### config.mk
export PLATFORM = sky130hd
export DESIGN_NAME = wb_narrow_slave
export DESIGN_NICKNAME = d
export VERILOG_FILES = /design/src/design/wbw_pkg.sv /design/src/design/wb_narrow_slave.sv
export SDC_FILE = /design/constraint.sdc
export NUM_CORES = 1
export LEC_CHECK = 0
export BUFFER_PORTS_ARGS = -buffer_cell sky130_fd_sc_hd__buf_2
export CORE_AREA = 2 2 39 41
export DETAILED_ROUTE_END_ITERATION = 12
export DIE_AREA = 0 0 41 43
export SLEW_MARGIN = 20
export SYNTH_ARGS = -nofsm -noshare
export SYNTH_HDL_FRONTEND = slang
export SYNTH_SLANG_ARGS = --single-unit
### constraint.sdc
create_clock -name clk -period 0.9 [get_ports clk]
set_input_delay 0.09 -clock clk [delete_from_list [all_inputs] [get_ports clk]]
set_output_delay 0.09 -clock clk [all_outputs]
set_load 0.01 [all_outputs]
### src/design/wbw_pkg.sv
`default_nettype none

package wbw_pkg;

  // **************************************************
  // Bus and memory geometry
  // **************************************************

  // Wishbone byte address
  localparam int BW_ADDR = 32;
  // Narrow data bus seen by the master
  localparam int BW_DATA = 32;
  // One row of the on-chip memory
  localparam int BW_WIDE_DATA = 128;

  // Byte counts per word
  localparam int NUM_BYTE = BW_DATA / 8;
  localparam int NUM_WIDE_BYTE = BW_WIDE_DATA / 8;

  // Narrow lanes packed into one wide row
  localparam int NUM_LANE = BW_WIDE_DATA / BW_DATA;
  localparam int BW_LANE = 2;

  // Byte offset bits inside a wide row
  localparam int BW_WIDE_OFFSET = 4;

  // Rows in the memory and the index width
  localparam int MEM_DEPTH = 64;
  localparam int BW_MEM_IDX = 6;

  // **************************************************
  // Vector types
  // **************************************************

  typedef logic [BW_ADDR-1:0] addr_t;
  typedef logic [BW_DATA-1:0] data_t;
  typedef logic [NUM_BYTE-1:0] sel_t;
  typedef logic [BW_WIDE_DATA-1:0] wide_data_t;
  typedef logic [NUM_WIDE_BYTE-1:0] wide_sel_t;
  typedef logic [BW_LANE-1:0] lane_t;
  typedef logic [NUM_LANE-1:0] lane_onehot_t;
  typedef logic [BW_MEM_IDX-1:0] mem_idx_t;

  // Slave FSM, idle or answering
  typedef enum logic [0:0] {S_IDLE, S_RESP} slave_state_t;

endpackage

`default_nettype wire
### src/design/wb_narrow_slave.sv
`timescale 1ns/1ps
`default_nettype none

module wb_narrow_slave
  import wbw_pkg::*;
(
  input  wire        clk,
  input  wire        rst_n,

  // Wishbone classic control
  input  wire        cyc,
  input  wire        stb,
  input  wire        we,
  output logic       ack,
  output logic       err,

  // From the aligner
  input  wire        addr_bad,
  input  wire lane_t lane,

  // Request strobe and memory control
  output logic       req_valid,
  output logic       mem_en,
  output logic       mem_we,

  // Lane of the request in flight
  output lane_t      rd_lane
);

  slave_state_t state;
  slave_state_t state_nxt;

  // Response kind chosen when the request is taken
  logic resp_err;

  // **************************************************
  // Request acceptance
  // **************************************************

  // One cycle strobe, only while idle
  assign req_valid = (state == S_IDLE) && cyc && stb;

  // Bad addresses never reach the memory
  assign mem_en = req_valid && !addr_bad;
  assign mem_we = mem_en && we;

  // **************************************************
  // State machine
  // **************************************************

  always_comb
  begin
    state_nxt = state;
    case (state)
      S_IDLE:
      begin
        if (req_valid)
          state_nxt = S_RESP;
      end
      // Answer lasts one cycle
      S_RESP:
        state_nxt = S_IDLE;
      default:
        state_nxt = S_IDLE;
    endcase
  end

  always_ff @(posedge clk or negedge rst_n)
  begin
    if (!rst_n)
    begin
      state <= S_IDLE;
      resp_err <= 1'b0;
    end
    else
    begin
      state <= state_nxt;
      if (req_valid)
        resp_err <= addr_bad;
    end
  end

  // Lane kept for the read mux while answering
  always_ff @(posedge clk)
  begin
    if (req_valid)
      rd_lane <= lane;
  end

  // Exactly one of ack or err while answering
  assign ack = (state == S_RESP) && !resp_err;
  assign err = (state == S_RESP) && resp_err;

  // **************************************************
  // Protocol checks
  // **************************************************

  assert property (@(posedge clk) disable iff (!rst_n) !(ack && err))
    else $error("ack and err high together");

  assert property (@(posedge clk) disable iff (!rst_n) ack |=> !ack)
    else $error("ack high in two consecutive cycles");

endmodule

`default_nettype wire

==> impl_results.html <==
<table>
<tr><th>Metric</th><th>Value</th></tr>
<tr><th colspan="2">Outcome</th></tr>
<tr><td>Status</td><td>finished, violations left</td></tr>
<tr><td>Violated checks</td><td>setup timing</td></tr>
<tr><th colspan="2">Die</th></tr>
<tr><td>Width of the chip</td><td>just over 40 µm</td></tr>
<tr><td>Row count</td><td>14</td></tr>
<tr><td>Starting Density</td><td>between 10% and 20%</td></tr>
<tr><td>Area inside the core boundary</td><td>approximately 0.0014 mm²</td></tr>
<tr><td>Y dimension of the die</td><td>between 40 and 50 µm</td></tr>
<tr><td>Die Footprint</td><td>0.00176 mm²</td></tr>
<tr><td>Ports placed on the boundary</td><td>15</td></tr>
<tr><th colspan="2">Setup path</th></tr>
<tr><td>CP required</td><td>around 800 ps</td></tr>
<tr><td>Delay of the slowest cell on the worst path</td><td>370 ps</td></tr>
<tr><td>CP Cell Sequence</td><td>buf_4 -&gt; buf_6 -&gt; and2_4 -&gt; buf_6</td></tr>
<tr><td>Critical path fanouts, max</td><td>2</td></tr>
<tr><td>Critical Path Source Type</td><td>register</td></tr>
<tr><td>WP buf/inv</td><td>3</td></tr>
<tr><td>Endpoint type of the worst setup path</td><td>output port</td></tr>
<tr><td>Crit path top cell by count</td><td>sky130_fd_sc_hd__buf_6</td></tr>
<tr><td>Slowest cell on the critical path</td><td>sky130_fd_sc_hd__dfrtp_1</td></tr>
<tr><td>Register-to-register setup slack</td><td>-200 ps</td></tr>
<tr><td>Critical Setup Path Class</td><td>reg -&gt; out</td></tr>
<tr><td>Endpoint arrival time on the critical path</td><td>approximately 1100 ps</td></tr>
<tr><td>Endpoint of the most critical register-to-register path</td><td>resp_err</td></tr>
<tr><td>Launch instance of the worst register-to-register path</td><td>state</td></tr>
<tr><td>FF-to-FF path depth</td><td>3</td></tr>
<tr><td>Family with the most delay on the worst path</td><td>flip-flops</td></tr>
<tr><td>Start point of the critical path</td><td>state</td></tr>
<tr><td>CP Capture Point</td><td>err</td></tr>
<tr><td>Crit path depth</td><td>4</td></tr>
<tr><th colspan="2">Timing</th></tr>
<tr><td>Worst Max-Slew Pin Slew</td><td>106 ps</td></tr>
<tr><td>Highest Clock Rate</td><td>0.851 GHz</td></tr>
<tr><td>Unrepaired setup endpoints after global routing</td><td>true</td></tr>
<tr><td>Skew final</td><td>4.30 ps</td></tr>
<tr><td>Number of setup violations in the final report</td><td>8</td></tr>
<tr><td>Final worst-path cycle share</td><td>131%</td></tr>
<tr><td>Number of hold violations in the final report</td><td>0</td></tr>
<tr><td>Shortest clock period the worst path allows after layout</td><td>~1200 ps</td></tr>
<tr><td>Post-route worst setup slack</td><td>-276 ps</td></tr>
<tr><td>Final number of max-transition violations</td><td>0</td></tr>
<tr><td>Worst slew margin relative to its limit</td><td>92.9%</td></tr>
<tr><td>Final total negative setup slack</td><td>-1560 ps</td></tr>
<tr><th colspan="2">Clock tree</th></tr>
<tr><td>Clock H-tree levels</td><td>1</td></tr>
<tr><td>Maximum clock path buffer count</td><td>2</td></tr>
<tr><td>CTS sink cnt</td><td>4</td></tr>
<tr><td>TritonCTS clock tree</td><td>yes</td></tr>
<tr><td>Clock tree root driver cell</td><td>sky130_fd_sc_hd__clkbuf_4</td></tr>
<tr><td>Post-CTS clock slew at the launch and capture registers of the worst setup and hold paths</td><td>around 40 ps</td></tr>
<tr><td>Clock insertion delay at the later pin of the skew report</td><td>240 ps</td></tr>
<tr><td>Clock buffer count from CTS</td><td>3</td></tr>
<tr><th colspan="2">Power and ir drop</th></tr>
<tr><td>Leakage dissipation</td><td>0.203 nW</td></tr>
<tr><td>Total power divided by cell area</td><td>1570 mW/mm²</td></tr>
<tr><td>Total Power</td><td>between 0.5 and 0.6 mW</td></tr>
<tr><td>Highest ir drop seen on vdd</td><td>~0.85 mV</td></tr>
<tr><th colspan="2">Synth</th></tr>
<tr><td>Synthesis Warnings</td><td>0</td></tr>
<tr><td>Average instance area after synthesis</td><td>14.8 µm²</td></tr>
<tr><td>Area share of the leading cell type in the synthesized netlist</td><td>about a third</td></tr>
<tr><td>Number of storage elements in the synthesis netlist</td><td>4</td></tr>
<tr><td>Unique cell type count in the Yosys netlist</td><td>9</td></tr>
<tr><td>Sequential cell area fraction in the yosys report</td><td>between 60% and 70%</td></tr>
<tr><td>Top post-synthesis cells by area</td><td>sky130_fd_sc_hd__edfxtp_1, sky130_fd_sc_hd__dfrtp_1, sky130_fd_sc_hd__nand3b_4</td></tr>
<tr><td>Total nets after synthesis</td><td>20</td></tr>
<tr><td>Post-Synthesis Cells</td><td>12</td></tr>
<tr><td>Cell accounting for the most synthesized area</td><td>sky130_fd_sc_hd__edfxtp_1</td></tr>
<tr><td>Syn Std Cell Area</td><td>~180 µm²</td></tr>
<tr><th colspan="2">Route</th></tr>
<tr><td>Via count</td><td>between 150 and 200</td></tr>
<tr><td>Post-detailed-route via-to-cell ratio</td><td>between 3 and 4</td></tr>
<tr><td>Count of unresolved DRC violations after routing</td><td>0</td></tr>
<tr><td>Antenna viol nets, final</td><td>0</td></tr>
<tr><td>Violation count after the first detailed-route iteration</td><td>0</td></tr>
<tr><td>Final wirelength</td><td>approximately 430 µm</td></tr>
<tr><td>Number of detailed-route iterations in the first pass</td><td>1</td></tr>
<tr><td>Drt wl/cell</td><td>8.29 µm</td></tr>
<tr><th colspan="2">Cells and area</th></tr>
<tr><td>Fraction of final layout cells sized beyond drive strength 1</td><td>roughly three quarters</td></tr>
<tr><td>Number of diodes added for antenna fixing</td><td>0</td></tr>
<tr><td>Final nets</td><td>45</td></tr>
<tr><td>Layout overhead on the synthesized area</td><td>107%</td></tr>
<tr><th colspan="2">Placement</th></tr>
<tr><td>Count of port buffers added during placement</td><td>14</td></tr>
<tr><td>Hpwl dp</td><td>between 300 and 400 µm</td></tr>
<tr><td>Global placer's final weighted congestion</td><td>0.612</td></tr>
<tr><th colspan="2">Job</th></tr>
<tr><td>MaxCap Viol Count</td><td>0</td></tr>
<tr><th colspan="2">Global routing</th></tr>
<tr><td>Global-route usage over all layers</td><td>roughly 6.2%</td></tr>
<tr><td>Largest net degree at the start of global routing</td><td>6</td></tr>
<tr><td>Antenna violations before repair</td><td>0</td></tr>
<tr><td>GRT overflow</td><td>0</td></tr>
<tr><td>Number of global-route vias before repair</td><td>154</td></tr>
<tr><td>Global-route wire length before repair</td><td>slightly above 600 µm</td></tr>
<tr><th colspan="2">Min path</th></tr>
<tr><td>Class of the tightest hold or removal check</td><td>in -&gt; reg</td></tr>
</table>
[metal layers]
metal / vias to the layer above / GRT usage, % / wire length (µm)
li1: 90 / - / -
met1: 70 / 7.59 / 192
met5: - / 0 / 0
met4: 0 / 6.00 / 8
met3: 2 / 6.28 / 96
met2: 18 / 5.31 / 134
[cells in the final DEF, fill, tap and decap left out]
master / netlist / layout
sky130_fd_sc_hd__edfxtp_1: 2 / 2
sky130_fd_sc_hd__mux2_4: 1 / 1
sky130_fd_sc_hd__dfrtp_1: 2 / 2
sky130_fd_sc_hd__inv_1: 2 / 1
sky130_fd_sc_hd__buf_4: 0 / 3
sky130_fd_sc_hd__buf_2: 0 / 12
sky130_fd_sc_hd__inv_2: 0 / 1
sky130_fd_sc_hd__nand3b_4: 1 / 1
sky130_fd_sc_hd__clkbuf_1: 0 / 1
sky130_fd_sc_hd__nor3b_2: 0 / 1
sky130_fd_sc_hd__dlygate4sd3_1: 0 / 1
sky130_fd_sc_hd__and2_4: 0 / 1
sky130_fd_sc_hd__nor2_1: 1 / 1
sky130_fd_sc_hd__buf_6: 0 / 4
sky130_fd_sc_hd__nor2b_1: 1 / 1
sky130_fd_sc_hd__clkbuf_4: 0 / 3
[state kept, by name, summed over array words and instances, names as in the netlist]
signal / cells
rd_lane: 2
state: 1
resp_err: 1
[synthesized netlist by cell type]
library cell,count
sky130_fd_sc_hd__inv_1,2
sky130_fd_sc_hd__and2_2,1
sky130_fd_sc_hd__dfrtp_1,2
sky130_fd_sc_hd__nand3b_4,1
sky130_fd_sc_hd__edfxtp_1,2
sky130_fd_sc_hd__nor3b_1,1
sky130_fd_sc_hd__nor2b_1,1
sky130_fd_sc_hd__mux2_4,1
sky130_fd_sc_hd__nor2_1,1
[how the worst min path moves through the flow]
stage / to / start / slack [ps] / cells past startpoint
6_report: rd_lane[0] / lane[0] / 30 / 1
5_1_grt: rd_lane[0] / lane[0] / 20 / 1
4_1_cts: rd_lane[1] / lane[1] / 20 / 1
3_5_place_dp: resp_err / rst_n / -120 / 1
3_3_place_gp: resp_err / rst_n / -120 / 1
2_1_floorplan: resp_err / rst_n / -210 / 0
[cell families after synthesis]
kind of cell / share of synthesized area (%)
muxes: 8.45
DFF: 62.0
and+or+nand+nor: 25.4
buffers and inverters: 4.23
[repair_timing]
action,in CTS,in global routing
buffers inserted,3,2
endpoints found under the hold margin,2,0
hold buffers,1,0
setup endpoints to repair,8,8
pin swaps,2,1
resized for setup,4,1
[through the flow]
stage          setup slack, ps  hold slack [ps]  instance area [µm²]  util [%]  cells
2_1_floorplan            -57.5             -206                  183         -     12
3_3_place_gp             -69.4             -120                  273      19.7     42
3_5_place_dp             -85.4             -125                  273      19.7     42
4_1_cts                   -294             17.7                  349      25.2     50
5_1_grt                   -339             16.6                  368      26.6     52
6_report                  -276             26.1                  368      26.6     52
[power breakdown]
part | leakage, nW | total (mW) | internal (mW) | switching, mW
registers | 0.0435 | 0.217 | 0.209 | 0.00822
clock network | 0.0150 | 0.244 | 0.167 | 0.0774
logic | 0.144 | 0.116 | 0.0757 | 0.0403
[layout make-up]
type	instances	area [µm²]
clock buffer	4	26.3
fill	146	1020
inverter	2	7.51
multi-input combinational	6	66.3
sequential	4	110
tap	16	20.0
timing repair buffer	20	138
No activity file was read; power rests on OpenSTA's default activity.
